==> src/rv_dec_pkg.sv <==
// RV32I decode stage shared definitions
// Widths, major opcodes, ALU and LSU codes, sequencer states
// and the format views of an instruction word
package rv_dec_pkg;

  localparam int DATA_WIDTH     = 32;
  localparam int REG_ADDR_WIDTH = 5;
  localparam int ALU_OP_WIDTH   = 4;
  localparam int LSU_CTRL_WIDTH = 4;  // Store bit over funct3

  //////////////////////////////////////////////////
  // Major opcodes and function codes
  //////////////////////////////////////////////////
  localparam logic [6:0] OPCODE_OP    = 7'b0110011;
  localparam logic [6:0] OPCODE_OPIMM = 7'b0010011;
  localparam logic [6:0] OPCODE_LUI   = 7'b0110111;
  localparam logic [6:0] OPCODE_AUIPC = 7'b0010111;
  localparam logic [6:0] OPCODE_LOAD  = 7'b0000011;
  localparam logic [6:0] OPCODE_STORE = 7'b0100011;

  localparam logic [2:0] FUNCT3_SHIFT_L = 3'b001;
  localparam logic [2:0] FUNCT3_SHIFT_R = 3'b101;  // SRL and SRA, split by bit 30

  localparam logic [ALU_OP_WIDTH-1:0] ALU_OP_ADD = 4'b0000;

  //////////////////////////////////////////////////
  // Instruction word views
  //////////////////////////////////////////////////
  typedef struct packed {
    logic [6:0] funct7;
    logic [4:0] rs2;
    logic [4:0] rs1;
    logic [2:0] funct3;
    logic [4:0] rd;
    logic [6:0] opcode;
  } r_fmt_t;

  typedef struct packed {
    logic [11:0] imm12;
    logic [4:0]  rs1;
    logic [2:0]  funct3;
    logic [4:0]  rd;
    logic [6:0]  opcode;
  } i_fmt_t;

  typedef struct packed {
    logic [6:0] imm_hi;
    logic [4:0] rs2;
    logic [4:0] rs1;
    logic [2:0] funct3;
    logic [4:0] imm_lo;
    logic [6:0] opcode;
  } s_fmt_t;

  typedef struct packed {
    logic [19:0] imm20;
    logic [4:0]  rd;
    logic [6:0]  opcode;
  } u_fmt_t;

  typedef union packed {
    r_fmt_t r_fmt;
    i_fmt_t i_fmt;
    s_fmt_t s_fmt;
    u_fmt_t u_fmt;
  } instr_u;

  // One-hot sequencer states
  typedef enum logic [7:0] {
    S_READY     = 8'b0000_0001,
    S_STALL     = 8'b0000_0010,
    S_ST_ADDR   = 8'b0000_0100,
    S_ST_ISSUE  = 8'b0000_1000,
    S_LD_ADDR   = 8'b0001_0000,
    S_LD_ISSUE  = 8'b0010_0000,
    S_LD_WAIT   = 8'b0100_0000,
    S_NOT_VALID = 8'b1000_0000
  } seq_state_e;

  typedef enum logic [2:0] {
    IMM_NONE        = 3'd0,
    IMM_I           = 3'd1,
    IMM_SHAMT       = 3'd2,
    IMM_S           = 3'd3,
    IMM_U           = 3'd4,
    IMM_FOUR_UNUSED = 3'd5   // Reserved
  } imm_sel_e;

endpackage

==> src/imm_gen.sv <==
// Immediate generator
// Builds the extended immediate of the selected instruction format
`timescale 1ns/1ps

module imm_gen
  import rv_dec_pkg::*;
(
  input  instr_u                instr_i,
  input  imm_sel_e              imm_sel_i,
  output logic [DATA_WIDTH-1:0] imm_o
);

  logic [11:0] s_imm;

  assign s_imm = {instr_i.s_fmt.imm_hi, instr_i.s_fmt.imm_lo};

  always_comb begin
    case (imm_sel_i)
      IMM_I:     imm_o = {{(DATA_WIDTH-12){instr_i.i_fmt.imm12[11]}}, instr_i.i_fmt.imm12};
      IMM_SHAMT: imm_o = {{(DATA_WIDTH-5){1'b0}}, instr_i.i_fmt.imm12[4:0]};  // Unsigned
      IMM_S:     imm_o = {{(DATA_WIDTH-12){s_imm[11]}}, s_imm};
      IMM_U:     imm_o = {instr_i.u_fmt.imm20, 12'b0};
      default:   imm_o = '0;
    endcase
  end

  // The reserved selector belongs to no supported format
  always_comb begin
    a_no_reserved_sel: assert (imm_sel_i !== IMM_FOUR_UNUSED)
      else $error("imm_gen: reserved immediate selector used");
  end

endmodule

==> src/hazard_check.sv <==
// Read-after-write hazard check
// Keeps the destination of the last accepted instruction and flags
// a source register that matches it
`timescale 1ns/1ps

module hazard_check
  import rv_dec_pkg::*;
(
  input  logic       clk_i,
  input  logic       rstn_i,
  input  instr_u     instr_i,
  input  logic       accept_i,
  input  seq_state_e state_i,
  output logic       raw_hazard_o
);

  logic [REG_ADDR_WIDTH-1:0] last_rd_q;
  logic                      fresh_q;  // Set while in the first cycle of a new instruction
  logic                      use_rs1;
  logic                      use_rs2;
  logic                      writes_rd;
  logic                      rs1_hit;
  logic                      rs2_hit;

  always_comb begin
    use_rs1   = 1'b0;
    use_rs2   = 1'b0;
    writes_rd = 1'b0;
    case (instr_i.r_fmt.opcode)
      OPCODE_OP:                 {use_rs1, use_rs2, writes_rd} = 3'b111;
      OPCODE_STORE:              {use_rs1, use_rs2} = 2'b11;
      OPCODE_OPIMM, OPCODE_LOAD: {use_rs1, writes_rd} = 2'b11;
      OPCODE_LUI, OPCODE_AUIPC:  writes_rd = 1'b1;
      default: ;
    endcase
  end

  assign rs1_hit = use_rs1 && (instr_i.r_fmt.rs1 != '0) && (instr_i.r_fmt.rs1 == last_rd_q);
  assign rs2_hit = use_rs2 && (instr_i.r_fmt.rs2 != '0) && (instr_i.r_fmt.rs2 == last_rd_q);

  // Checked only at the start of an instruction, so one stall at most
  assign raw_hazard_o = fresh_q && (rs1_hit || rs2_hit);

  always_ff @(posedge clk_i) begin
    if (!rstn_i) begin
      last_rd_q <= '0;
      fresh_q   <= 1'b1;
    end else if (accept_i) begin
      last_rd_q <= writes_rd ? instr_i.r_fmt.rd : '0;
      fresh_q   <= 1'b1;
    end else if (state_i != S_NOT_VALID) begin
      fresh_q <= 1'b0;  // Bubbles keep the flag
    end
  end

endmodule

==> src/load_wait_timer.sv <==
// Load wait timer
// Counts the wait cycles that follow a load issue
`timescale 1ns/1ps

module load_wait_timer #(
  parameter int LOAD_WAIT_CYCLES = 3  // 1 to 7
) (
  input  logic clk_i,
  input  logic rstn_i,
  input  logic start_i,
  output logic done_o
);

  logic [2:0] cnt_q;  // Wait cycles left, including the current one

  always_ff @(posedge clk_i) begin
    if (!rstn_i) begin
      cnt_q <= '0;
    end else if (start_i) begin
      cnt_q <= 3'(LOAD_WAIT_CYCLES);
    end else if (cnt_q != '0) begin
      cnt_q <= cnt_q - 3'd1;
    end
  end

  assign done_o = (cnt_q == 3'd1);

  // Only one load is in flight
  a_no_restart: assert property (@(posedge clk_i) disable iff (!rstn_i)
    start_i |-> (cnt_q == '0));

endmodule

==> src/dec_sequencer.sv <==
// Decode sequencer
// Steps stores and loads through their phases, inserts the RAW stall
// and drives the ready level back to the IFU
`timescale 1ns/1ps

module dec_sequencer
  import rv_dec_pkg::*;
#(
  parameter int LOAD_WAIT_CYCLES = 3
) (
  input  logic       clk_i,
  input  logic       rstn_i,
  input  instr_u     instr_i,
  input  logic       instr_valid_i,
  input  logic       raw_hazard_i,
  input  logic       load_done_i,
  output seq_state_e state_o,
  output logic       load_start_o,
  output logic       accept_o,
  output logic       ready_o
);

  seq_state_e prev_q;

  //////////////////////////////////////////////////
  // Current state
  //////////////////////////////////////////////////
  always_comb begin
    state_o = S_READY;
    if (!instr_valid_i) begin
      state_o = S_NOT_VALID;
    end else begin
      case (instr_i.r_fmt.opcode)
        OPCODE_STORE: begin
          if (prev_q == S_ST_ADDR)  state_o = S_ST_ISSUE;
          else if (raw_hazard_i)    state_o = S_STALL;
          else                      state_o = S_ST_ADDR;
        end
        OPCODE_LOAD: begin
          if (prev_q == S_LD_ADDR) begin
            state_o = S_LD_ISSUE;
          end else if (prev_q == S_LD_ISSUE || prev_q == S_LD_WAIT) begin
            state_o = S_LD_WAIT;
          end else if (raw_hazard_i) begin
            state_o = S_STALL;
          end else begin
            state_o = S_LD_ADDR;
          end
        end
        // ALU ops, and illegal opcodes which never see a hazard
        default: state_o = raw_hazard_i ? S_STALL : S_READY;
      endcase
    end
  end

  always_comb begin
    case (state_o)
      S_READY, S_ST_ISSUE: ready_o = 1'b1;
      S_LD_WAIT:           ready_o = load_done_i;  // Last wait cycle only
      default:             ready_o = 1'b0;
    endcase
  end

  assign accept_o     = instr_valid_i && ready_o;
  assign load_start_o = (state_o == S_LD_ISSUE);

  //////////////////////////////////////////////////
  // Previous state
  //////////////////////////////////////////////////
  always_ff @(posedge clk_i) begin
    if (!rstn_i) begin
      prev_q <= S_READY;
    end else if (state_o == S_LD_WAIT && load_done_i) begin
      prev_q <= S_READY;  // Load finished, next load starts over
    end else begin
      prev_q <= state_o;
    end
  end

  a_state_onehot: assert property (@(posedge clk_i) disable iff (!rstn_i)
    $onehot(state_o));

  // Timer and sequencer agree on the length of the load wait
  a_load_wait_len: assert property (@(posedge clk_i) disable iff (!rstn_i)
    (state_o == S_LD_WAIT && load_done_i) |-> $past(state_o, LOAD_WAIT_CYCLES) == S_LD_ISSUE);

endmodule

==> src/ctrl_regs.sv <==
// Control decode and output registers
// Decodes the control of the current sequencer state and registers it
// for the ALU, the register file and the LSU
`timescale 1ns/1ps

module ctrl_regs
  import rv_dec_pkg::*;
(
  input  logic                      clk_i,
  input  logic                      rstn_i,
  input  instr_u                    instr_i,
  input  logic [DATA_WIDTH-1:0]     instr_addr_i,
  input  logic                      instr_valid_i,
  input  seq_state_e                state_i,
  input  logic [DATA_WIDTH-1:0]     imm_ext_i,
  output imm_sel_e                  imm_sel_o,
  output logic [DATA_WIDTH-1:0]     instr_addr_o,
  output logic                      use_pc_o,
  output logic                      illegal_instr_o,
  output logic [ALU_OP_WIDTH-1:0]   alu_sel_o,
  output logic                      alu_op_a_o,
  output logic                      alu_op_b_o,
  output logic [REG_ADDR_WIDTH-1:0] alu_dest_addr_o,
  output logic                      alu_wb_o,
  output logic [REG_ADDR_WIDTH-1:0] rf_addr_a_o,
  output logic [REG_ADDR_WIDTH-1:0] rf_addr_b_o,
  output logic                      is_imm_o,
  output logic [DATA_WIDTH-1:0]     imm_ext_o,
  output logic                      lsu_ctrl_valid_o,
  output logic [LSU_CTRL_WIDTH-1:0] lsu_ctrl_o,
  output logic [REG_ADDR_WIDTH-1:0] lsu_regdest_o
);

  logic                      use_pc_d;
  logic                      illegal_d;
  logic [ALU_OP_WIDTH-1:0]   alu_sel_d;
  logic                      alu_op_a_d;
  logic                      alu_op_b_d;
  logic [REG_ADDR_WIDTH-1:0] dest_d;
  logic                      alu_wb_d;
  logic [REG_ADDR_WIDTH-1:0] rf_a_d;
  logic [REG_ADDR_WIDTH-1:0] rf_b_d;
  logic                      lsu_valid_d;
  logic [LSU_CTRL_WIDTH-1:0] lsu_ctrl_d;
  logic [REG_ADDR_WIDTH-1:0] regdest_d;
  logic [2:0]                f3;
  logic                      is_shift;

  assign f3       = instr_i.r_fmt.funct3;
  assign is_shift = (f3 == FUNCT3_SHIFT_L) || (f3 == FUNCT3_SHIFT_R);

  //////////////////////////////////////////////////
  // Per-state decode
  //////////////////////////////////////////////////
  always_comb begin
    use_pc_d    = 1'b0;
    illegal_d   = 1'b0;
    alu_sel_d   = ALU_OP_ADD;
    alu_op_a_d  = 1'b0;
    alu_op_b_d  = 1'b0;
    dest_d      = '0;
    alu_wb_d    = 1'b0;
    rf_a_d      = '0;
    rf_b_d      = '0;
    lsu_valid_d = 1'b0;
    lsu_ctrl_d  = '0;
    regdest_d   = '0;
    imm_sel_o   = IMM_NONE;
    case (state_i)
      S_READY: begin
        case (instr_i.r_fmt.opcode)
          OPCODE_OP: begin
            alu_sel_d = {instr_i.r_fmt.funct7[5], f3};  // Bit 30 picks SUB and SRA
            {alu_op_a_d, alu_op_b_d, alu_wb_d} = 3'b111;
            dest_d = instr_i.r_fmt.rd;
            rf_a_d = instr_i.r_fmt.rs1;
            rf_b_d = instr_i.r_fmt.rs2;
          end
          OPCODE_OPIMM: begin
            alu_sel_d  = is_shift ? {instr_i.r_fmt.funct7[5], f3} : {1'b0, f3};
            imm_sel_o  = is_shift ? IMM_SHAMT : IMM_I;
            alu_op_a_d = 1'b1;
            alu_wb_d   = 1'b1;
            dest_d     = instr_i.i_fmt.rd;
            rf_a_d     = instr_i.i_fmt.rs1;
          end
          OPCODE_LUI, OPCODE_AUIPC: begin
            use_pc_d   = (instr_i.u_fmt.opcode == OPCODE_AUIPC);  // PC replaces x0
            imm_sel_o  = IMM_U;
            alu_op_a_d = 1'b1;
            alu_wb_d   = 1'b1;
            dest_d     = instr_i.u_fmt.rd;
          end
          default: illegal_d = 1'b1;  // Consumed with all enables low
        endcase
      end
      S_ST_ADDR, S_LD_ADDR: begin
        alu_op_a_d = 1'b1;
        rf_a_d     = instr_i.r_fmt.rs1;
        rf_b_d     = (state_i == S_ST_ADDR) ? instr_i.s_fmt.rs2 : '0;
        imm_sel_o  = (state_i == S_ST_ADDR) ? IMM_S : IMM_I;
      end
      S_ST_ISSUE: begin
        lsu_valid_d = 1'b1;
        lsu_ctrl_d  = {1'b1, f3};
        rf_a_d      = instr_i.s_fmt.rs1;
        rf_b_d      = instr_i.s_fmt.rs2;  // Store data
      end
      S_LD_ISSUE: begin
        lsu_valid_d = 1'b1;
        lsu_ctrl_d  = {1'b0, f3};
        rf_a_d      = instr_i.i_fmt.rs1;
        regdest_d   = instr_i.i_fmt.rd;
      end
      default: ;  // Stall, load wait and bubble
    endcase
  end

  //////////////////////////////////////////////////
  // Output bank
  //////////////////////////////////////////////////
  always_ff @(posedge clk_i) begin
    if (!rstn_i) begin
      instr_addr_o     <= '0;
      use_pc_o         <= 1'b0;
      illegal_instr_o  <= 1'b0;
      alu_sel_o        <= '0;
      alu_op_a_o       <= 1'b0;
      alu_op_b_o       <= 1'b0;
      alu_dest_addr_o  <= '0;
      alu_wb_o         <= 1'b0;
      rf_addr_a_o      <= '0;
      rf_addr_b_o      <= '0;
      is_imm_o         <= 1'b0;
      imm_ext_o        <= '0;
      lsu_ctrl_valid_o <= 1'b0;
      lsu_ctrl_o       <= '0;
      lsu_regdest_o    <= '0;
    end else if (instr_valid_i) begin
      instr_addr_o     <= instr_addr_i;
      use_pc_o         <= use_pc_d;
      illegal_instr_o  <= illegal_d;
      alu_sel_o        <= alu_sel_d;
      alu_op_a_o       <= alu_op_a_d;
      alu_op_b_o       <= alu_op_b_d;
      alu_dest_addr_o  <= dest_d;
      alu_wb_o         <= alu_wb_d;
      rf_addr_a_o      <= rf_a_d;
      rf_addr_b_o      <= rf_b_d;
      is_imm_o         <= ~alu_op_b_d;
      imm_ext_o        <= imm_ext_i;
      lsu_ctrl_valid_o <= lsu_valid_d;
      lsu_ctrl_o       <= lsu_ctrl_d;
      lsu_regdest_o    <= regdest_d;
    end else begin
      use_pc_o <= 1'b0;  // Everything else holds through a bubble
    end
  end

  a_lsu_or_wb: assert property (@(posedge clk_i) disable iff (!rstn_i)
    !(lsu_ctrl_valid_o && alu_wb_o));

endmodule

==> src/rv_decoder.sv <==
// RV32I decode stage top level
// Connects the sequencer, hazard check, load timer, immediate
// generator and the registered control bank
`timescale 1ns/1ps

module rv_decoder
  import rv_dec_pkg::*;
#(
  parameter int LOAD_WAIT_CYCLES = 3
) (
  input  logic                      clk_i,
  input  logic                      rstn_i,
  input  logic [DATA_WIDTH-1:0]     instr_i,
  input  logic [DATA_WIDTH-1:0]     instr_addr_i,
  input  logic                      instr_valid_i,
  output logic                      ready_o,
  output logic [DATA_WIDTH-1:0]     instr_addr_o,
  output logic                      use_pc_o,
  output logic                      illegal_instr_o,
  output logic [ALU_OP_WIDTH-1:0]   alu_sel_o,
  output logic                      alu_op_a_o,
  output logic                      alu_op_b_o,
  output logic [REG_ADDR_WIDTH-1:0] alu_dest_addr_o,
  output logic                      alu_wb_o,
  output logic [REG_ADDR_WIDTH-1:0] rf_addr_a_o,
  output logic [REG_ADDR_WIDTH-1:0] rf_addr_b_o,
  output logic                      is_imm_o,
  output logic [DATA_WIDTH-1:0]     imm_ext_o,
  output logic                      lsu_ctrl_valid_o,
  output logic [LSU_CTRL_WIDTH-1:0] lsu_ctrl_o,
  output logic [REG_ADDR_WIDTH-1:0] lsu_regdest_o
);

  seq_state_e            state;
  logic                  load_start;
  logic                  load_done;
  logic                  raw_hazard;
  logic                  accept;
  imm_sel_e              imm_sel;
  logic [DATA_WIDTH-1:0] imm_ext;

  dec_sequencer #(.LOAD_WAIT_CYCLES(LOAD_WAIT_CYCLES)) u_seq (
    .clk_i, .rstn_i, .instr_i, .instr_valid_i,
    .raw_hazard_i(raw_hazard), .load_done_i(load_done), .state_o(state),
    .load_start_o(load_start), .accept_o(accept), .ready_o
  );

  load_wait_timer #(.LOAD_WAIT_CYCLES(LOAD_WAIT_CYCLES)) u_timer (
    .clk_i, .rstn_i, .start_i(load_start), .done_o(load_done)
  );

  hazard_check u_hazard (
    .clk_i, .rstn_i, .instr_i, .accept_i(accept), .state_i(state), .raw_hazard_o(raw_hazard)
  );

  imm_gen u_imm (.instr_i, .imm_sel_i(imm_sel), .imm_o(imm_ext));

  ctrl_regs u_ctrl (
    .clk_i, .rstn_i, .instr_i, .instr_addr_i, .instr_valid_i, .state_i(state),
    .imm_ext_i(imm_ext), .imm_sel_o(imm_sel), .instr_addr_o, .use_pc_o, .illegal_instr_o,
    .alu_sel_o, .alu_op_a_o, .alu_op_b_o, .alu_dest_addr_o, .alu_wb_o, .rf_addr_a_o,
    .rf_addr_b_o, .is_imm_o, .imm_ext_o, .lsu_ctrl_valid_o, .lsu_ctrl_o, .lsu_regdest_o
  );

endmodule

==> config.mk <==
export PLATFORM = sky130hd
export DESIGN_NAME = rv_decoder
export DESIGN_NICKNAME = d
export VERILOG_FILES = /design/src/rv_dec_pkg.sv /design/src/imm_gen.sv /design/src/hazard_check.sv /design/src/load_wait_timer.sv /design/src/dec_sequencer.sv /design/src/ctrl_regs.sv /design/src/rv_decoder.sv
export SDC_FILE = /design/constraint.sdc
export NUM_CORES = 1
export LEC_CHECK = 0
export BUFFER_PORTS_ARGS = -buffer_cell sky130_fd_sc_hd__buf_2
export CAP_MARGIN = 10
export CORE_ASPECT_RATIO = 1.75
export CORE_MARGIN = 10
export CORE_UTILIZATION = 45
export DETAILED_ROUTE_END_ITERATION = 8
export HOLD_SLACK_MARGIN = 0.15
export PLACE_DENSITY = 0.88
export SYNTH_ARGS = -nofsm -noshare
export SYNTH_HDL_FRONTEND = slang
export SYNTH_SLANG_ARGS = --single-unit
export TNS_END_PERCENT = 50
==> constraint.sdc <==
create_clock -name clk_i -period 2.4 [get_ports clk_i]
set_input_delay 0.48 -clock clk_i [delete_from_list [all_inputs] [get_ports clk_i]]
set_output_delay 0.48 -clock clk_i [all_outputs]
set_load 0.05 [all_outputs]
Word-level counts from Yosys, hierarchy flattened
Cells that the tools add are included.
Operators by class
  $add $sub $neg: 1
  multiply operators: 0
  div/mod/pow operators: 0
  order comparisons: 0
  equal/unequal tests: 26
  shifts and indexed selects: 0
  muxes and demuxes: 40
  bitwise logic cells: 2
  reductions and logical operators: 28
Operators by type and width (number)
  case mux 32 bit (4 select lines): 1
  2-to-1 mux 5 bit: 8
  2-to-1 mux 8 bit: 4
  == test 7 x 6 -> 1 bit (second input constant): 3
  OR reduction 2 bit: 9
  == test 8 x 3 -> 1 bit (second input constant): 2
  == test 8 x 5 -> 1 bit (second input constant): 2
  == test 8 x 6 -> 1 bit (second input constant): 2
  == test 8 x 7 -> 1 bit (second input constant): 2
  case mux 4 bit (2 select lines): 2
  case mux 8 bit (2 select lines): 1
  case mux 5 bit (3 select lines): 1
  == test 7 x 5 -> 1 bit (second input constant): 2
  case mux 3 bit (2 select lines): 2
  OR reduction 4 bit: 3
  == test 5 bit: 2
  2-to-1 mux 1 bit: 10
  2-to-1 mux 2 bit: 5
  case mux 5 bit (2 select lines): 1
  nonzero test 5 bit: 2
  == test 3 x 1 -> 1 bit (second input constant): 3
  == test 8 x 1 -> 1 bit (second input constant): 1
  == test 8 x 4 -> 1 bit (second input constant): 1
  2-to-1 mux 4 bit: 2
  other kinds (14): 26
Storage, ports and cells
  bits in registers: 116
  bits in latches: 0
  memory bits (writable): 0
  bits in read-only memories: 0
  output and inout bits: 100
  memories: 0

Depth between registers and ports, before layout
  depth in word-level cells: 17
  mapped depth: 10
  depth with buffers taken out: 7

Modules after synthesis
Synthesis repeated with hierarchy kept, for this count alone.
Second synthesis, totals
  cell total of the unflattened synthesis: 544
  area, all modules: 5407.7 um^2
Modules (own cells, without submodules)
  ctrl_regs: times used 1, cells an instance 382, area each 3961.3 um^2, sequential area each 1981.9 um^2
  dec_sequencer: times used 1, cells an instance 52, area each 483.0 um^2, sequential area each 160.2 um^2
  imm_gen: times used 1, cells an instance 50, area each 397.9 um^2, sequential area each 0.0 um^2
  hazard_check: times used 1, cells an instance 40, area each 365.4 um^2, sequential area each 120.1 um^2
  load_wait_timer: times used 1, cells an instance 20, area each 200.2 um^2, sequential area each 60.1 um^2

Worst setup path before layout
Ideal clock, no wire load.
  kind: input to output
  start: in instr_i[2]
  end: out ready_o
  arrival: 2.064 ns
  data required time: 1.920 ns
  slack: -0.144 ns
  stages: 5
  buffers on the path: 0
  cells stage by stage: and4bb_2 nand2b_1 or4_4 nand3b_1 nand3_1
On the way
  cells in the longest elaborated chain, start to end: 15
  elaborated cells on any way between the ends: 27
  classes of those cells: 7 x eq/ne; 11 x mux; 9 x reduce/logical
RTL lines
  start: declaration: line rv_decoder.sv:13  | input logic [DATA_WIDTH-1:0] instr_i,
  == test 7 x 6 -> 1 bit (tied with other cells): line hazard_check.sv:29, dec_sequencer.sv:33
  OR reduction 4 bit (no source line) / OR reduction 2 bit (equally long branches)
  2-to-1 mux 1 bit: line hazard_check.sv:29  | case (instr_i.r_fmt.opcode)
  logical AND 1 bit, on equally long branches (2 in series): line hazard_check.sv:38, hazard_check.sv:39
  logical OR 1 bit: line hazard_check.sv:42  | assign raw_hazard_o = fresh_q && (rs1_hit || rs2_hit);
  logical AND 1 bit: line hazard_check.sv:42
  2-to-1 mux 5 bit: line dec_sequencer.sv:44  | end else if (raw_hazard_i) begin
  2-to-1 mux 8 bit: line dec_sequencer.sv:42  | end else if (prev_q == S_LD_ISSUE || prev_q == S_LD_WAIT) begin
  2-to-1 mux 8 bit: line dec_sequencer.sv:40  | if (prev_q == S_LD_ADDR) begin
  case mux 8 bit (2 select lines) (*): line dec_sequencer.sv:33  | case (instr_i.r_fmt.opcode)
  2-to-1 mux 8 bit (*): line dec_sequencer.sv:30  | if (!instr_valid_i) begin
  == test 8 x 4 -> 1 bit / == test 8 x 1 -> 1 bit (equally long branches): line dec_sequencer.sv:57  | case (state_o)
  OR reduction 2 bit: line dec_sequencer.sv:57
  case mux 1 bit (2 select lines) (*): line dec_sequencer.sv:57
  end: declaration: line rv_decoder.sv:16  | output logic ready_o,
Every way passes the cells marked *; elsewhere a longest branch is shown, timed or not.

Final worst setup path
  start: reg u_hazard.last_rd_q[1]
  end: out ready_o
On the way
  cells in the longest elaborated chain, start to end: 12
  elaborated cells on any way between the ends: 19
  classes of those cells: 5 x eq/ne; 9 x mux; 5 x reduce/logical
RTL lines
  start: declaration: line hazard_check.sv:17  | logic [REG_ADDR_WIDTH-1:0] last_rd_q;
  start signal: assignment: line hazard_check.sv:49  | last_rd_q <= writes_rd ? instr_i.r_fmt.rd : '0;
  == test 5 bit, on equally long branches: line hazard_check.sv:38, hazard_check.sv:39
  logical AND 1 bit, on equally long branches: line hazard_check.sv:38, hazard_check.sv:39
  logical OR 1 bit (*): line hazard_check.sv:42
  logical AND 1 bit (*): line hazard_check.sv:42
  2-to-1 mux 5 bit: line dec_sequencer.sv:44
  2-to-1 mux 8 bit: line dec_sequencer.sv:42
  2-to-1 mux 8 bit: line dec_sequencer.sv:40
  case mux 8 bit (2 select lines) (*): line dec_sequencer.sv:33
  2-to-1 mux 8 bit (*): line dec_sequencer.sv:30
  == test 8 x 4 -> 1 bit / == test 8 x 1 -> 1 bit (equally long branches): line dec_sequencer.sv:57
  OR reduction 2 bit: line dec_sequencer.sv:57
  case mux 1 bit (2 select lines) (*): line dec_sequencer.sv:57
Marked as above.

==> reports/qor.txt <==
status: finished, violations left
failing checks: negative setup slack
DRC Markers: 0
gr usage total: 0.207
CTS sink count: 116
Post-DRT Antenna Nets: 0
sequential-to-total area share from yosys stat: 0.495
Max VDD drop: 599 µV
WL/cell: 19.1 µm
Worst Setup Slack, final: -0.146 ns
Netlist Area Pre-Place: 0.00469 mm²
CP Launch Type: flop
total grt overflow: 0
Setup TNS Final: -0.146 ns
initial antenna violation count: 1
Detailed Route Iter0 Violations: 205
Synth Register Bits: 116
Fmax: 393 MHz
syn avg cell area: 9.38 µm²
Fin. Hold Viols: 0
deepest clock path buffer count: 2
clock-pin transition on the worst setup and hold timing paths: 0.05 ns
first-pass GRT wire length: 25100 µm
Post-Syn Instances: 500
post-DP HPWL: 12100 µm
Crit. Startpoint: u_hazard.last_rd_q[1]
hold path endpoint: u_ctrl.instr_addr_o[26]
critical path endpoint category: output port
row count: 49
Ports: 167
reg2reg start: u_hazard.last_rd_q[1]
final worst-path cycle share: 1.06
hold depth: 3
WP data arrival: 2.07 ns
Final #Nets: 766
Layout area overhead: 40.0%
R2R cell count: 8
Synth cell types: 54
Crit path required time: 1.92 ns
Die H: 155 µm
DR pass1 iterations: 5
ys async rst share: 0
Pwr Density: 822 mW/mm²
CP max FO: 5
r2r endpoint: u_hazard.last_rd_q[0]
layout cells sized above 1: 0.374
clk_skew: 0.00775 ns
power after layout: 5.40 mW
htree depth: 4
Hold Crit Class: input pin to flop
Vias/cell: 5.49
total CTS buffers: 17
Starting Density: 0.458
CTS root buf: clkbuf_16
Post-CTS Hold Buffers: 0
crit path time final: 2.55 ns
core area: 0.0102 mm²
IO buf count: 166
routed vias: 4586
Syn. warnings: 0
leakage: 3.12 nW
GP Congestion: 0.888
top_reg_cell synth: dfxtp_1
RSZ-0062 raised after global routing: yes
largest net degree at the start of global routing: 59
routed wire length: 16000 µm
TritonCTS clock tree: built
R2R Setup Slk: 0.04 ns
worst skew pair latency: 0.41 ns
max-slew violations: 0
Post-synth EDFFs: 0
syn_nets: 570
CP Class: flop to output port
number of global-route vias before repair: 4883
relative slew slack: 0.322
max-cap violations: 0
Die X-Extent: 97.2 µm
Slew @ Worst Pin: 1.01 ns
die outline area: 0.0151 mm²
Final Setup Violations: 1
Hold Crit Start: instr_addr_i[26]
[per-stage QoR]
stage	worst slack (ns)	utilization	std cells	hold WS [ns]	instance area, µm²
after global routing	-0.186	0.641	836	0.302	6570
final	-0.146	0.641	836	0.306	6570
after floorplan	0.00414	-	500	0.444	4710
after detailed placement	-0.0877	0.572	800	0.446	5860
after global placement	-0.0500	0.572	800	0.443	5860
after CTS	-0.154	0.639	834	0.292	6540
[power breakdown]
| part | internal, mW | switching, mW |
|---|---|---|
| combinational | 0.251 | 0.468 |
| clock | 1.76 | 0.873 |
| sequential | 2.01 | 0.0451 |
[metal layers]
metal | wire, µm | global-route usage
met2 | 8520 | 0.374
met1 | 5480 | 0.190
met5 | 0 | 0
met4 | 836 | 0.144
met3 | 1130 | 0.0705
[Yosys cell counts, drive strengths merged (10+ instances only)]
cell type / number / share of area
nor3: 10 / 0.011
nor2: 73 / 0.059
mux2i: 37 / 0.079
nand3: 11 / 0.012
a21oi: 37 / 0.039
nand2: 44 / 0.035
a22o: 26 / 0.049
dfxtp: 116 / 0.49
xnor2: 11 / 0.021
clkbuf: 28 / 0.022
o21a: 20 / 0.032
[sequential cells by signal (all words and copies together) (netlist names)]
| register | count |
|---|---|
| u_ctrl.alu_dest_addr_o | 5 |
| u_ctrl.alu_op_a_o | 1 |
| u_ctrl.alu_op_b_o | 1 |
| u_ctrl.alu_sel_o | 4 |
| u_ctrl.alu_wb_o | 1 |
| u_ctrl.illegal_instr_o | 1 |
| u_ctrl.imm_ext_o | 32 |
| u_ctrl.instr_addr_o | 32 |
| u_ctrl.is_imm_o | 1 |
| u_ctrl.lsu_ctrl_o | 4 |
| u_ctrl.lsu_ctrl_valid_o | 1 |
| u_ctrl.lsu_regdest_o | 5 |
| u_ctrl.rf_addr_a_o | 5 |
| u_ctrl.rf_addr_b_o | 5 |
| u_ctrl.use_pc_o | 1 |
| u_hazard.fresh_q | 1 |
| u_hazard.last_rd_q | 5 |
| u_seq.prev_q | 8 |
| u_timer.cnt_q | 3 |
[kinds of logic after synthesis]
| family | Yosys count | synth area share |
|---|---|---|
| buf+inv | 40 | 0.0379 |
| compound gates | 113 | 0.172 |
| simple gates | 179 | 0.185 |
| mux | 38 | 0.0813 |
| xor+xnor | 11 | 0.0205 |
| fa+ha+maj | 3 | 0.00800 |
| flops | 116 | 0.495 |
[repair_timing]
action | CTS | global route
gates resized for setup | 11 | 3
setup endpoints to repair | 23 | 25
pin swaps | 5 | 2
buffers inserted | 3 | 1
gates cloned | 0 | 0
[cell usage in the layout, fill, tap and decap left out, types with 6 or more instances in the layout]
master	count
a21oi_1	37
a22o_1	26
a32o_1	6
buf_2	164
buf_4	44
clkbuf_16	17
dfxtp_1	111
inv_1	6
mux2i_1	37
nand2_1	44
nand3_1	10
nand4_1	6
nor2_1	72
nor3_1	10
o21a_1	20
xnor2_1	9
[cell type report]
class / count / area [µm²]
flip-flops and latches: 116 / 2330
repair buffers: 210 / 1180
well taps: 127 / 159
clock buffers: 22 / 494
multi-input cells: 344 / 2250
inverters: 7 / 26.3
diodes: 1 / 2.50
fillers: 845 / 3670
clock inverters: 9 / 125
[how the worst max path moves through the flow]
stage | end | slack [ns] | depth (start not counted)
CTS | ready_o | -0.15 | 6
detailed placement | u_ctrl.imm_ext_o[3] | -0.09 | 6
floorplan | u_ctrl.imm_ext_o[24] | 0.004 | 9
global placement | u_ctrl.imm_ext_o[4] | -0.05 | 6
global route | ready_o | -0.19 | 6
finish | ready_o | -0.15 | 6
[critical path: stages, from the launching register on]
cell,delay (ns)
dfxtp_2,0.34
or4_1,0.54
nor2_1,0.17
or4_4,0.18
nand3b_1,0.17
nand3_4,0.11
buf_12,0.14
Power figures use the tool's default switching activity.
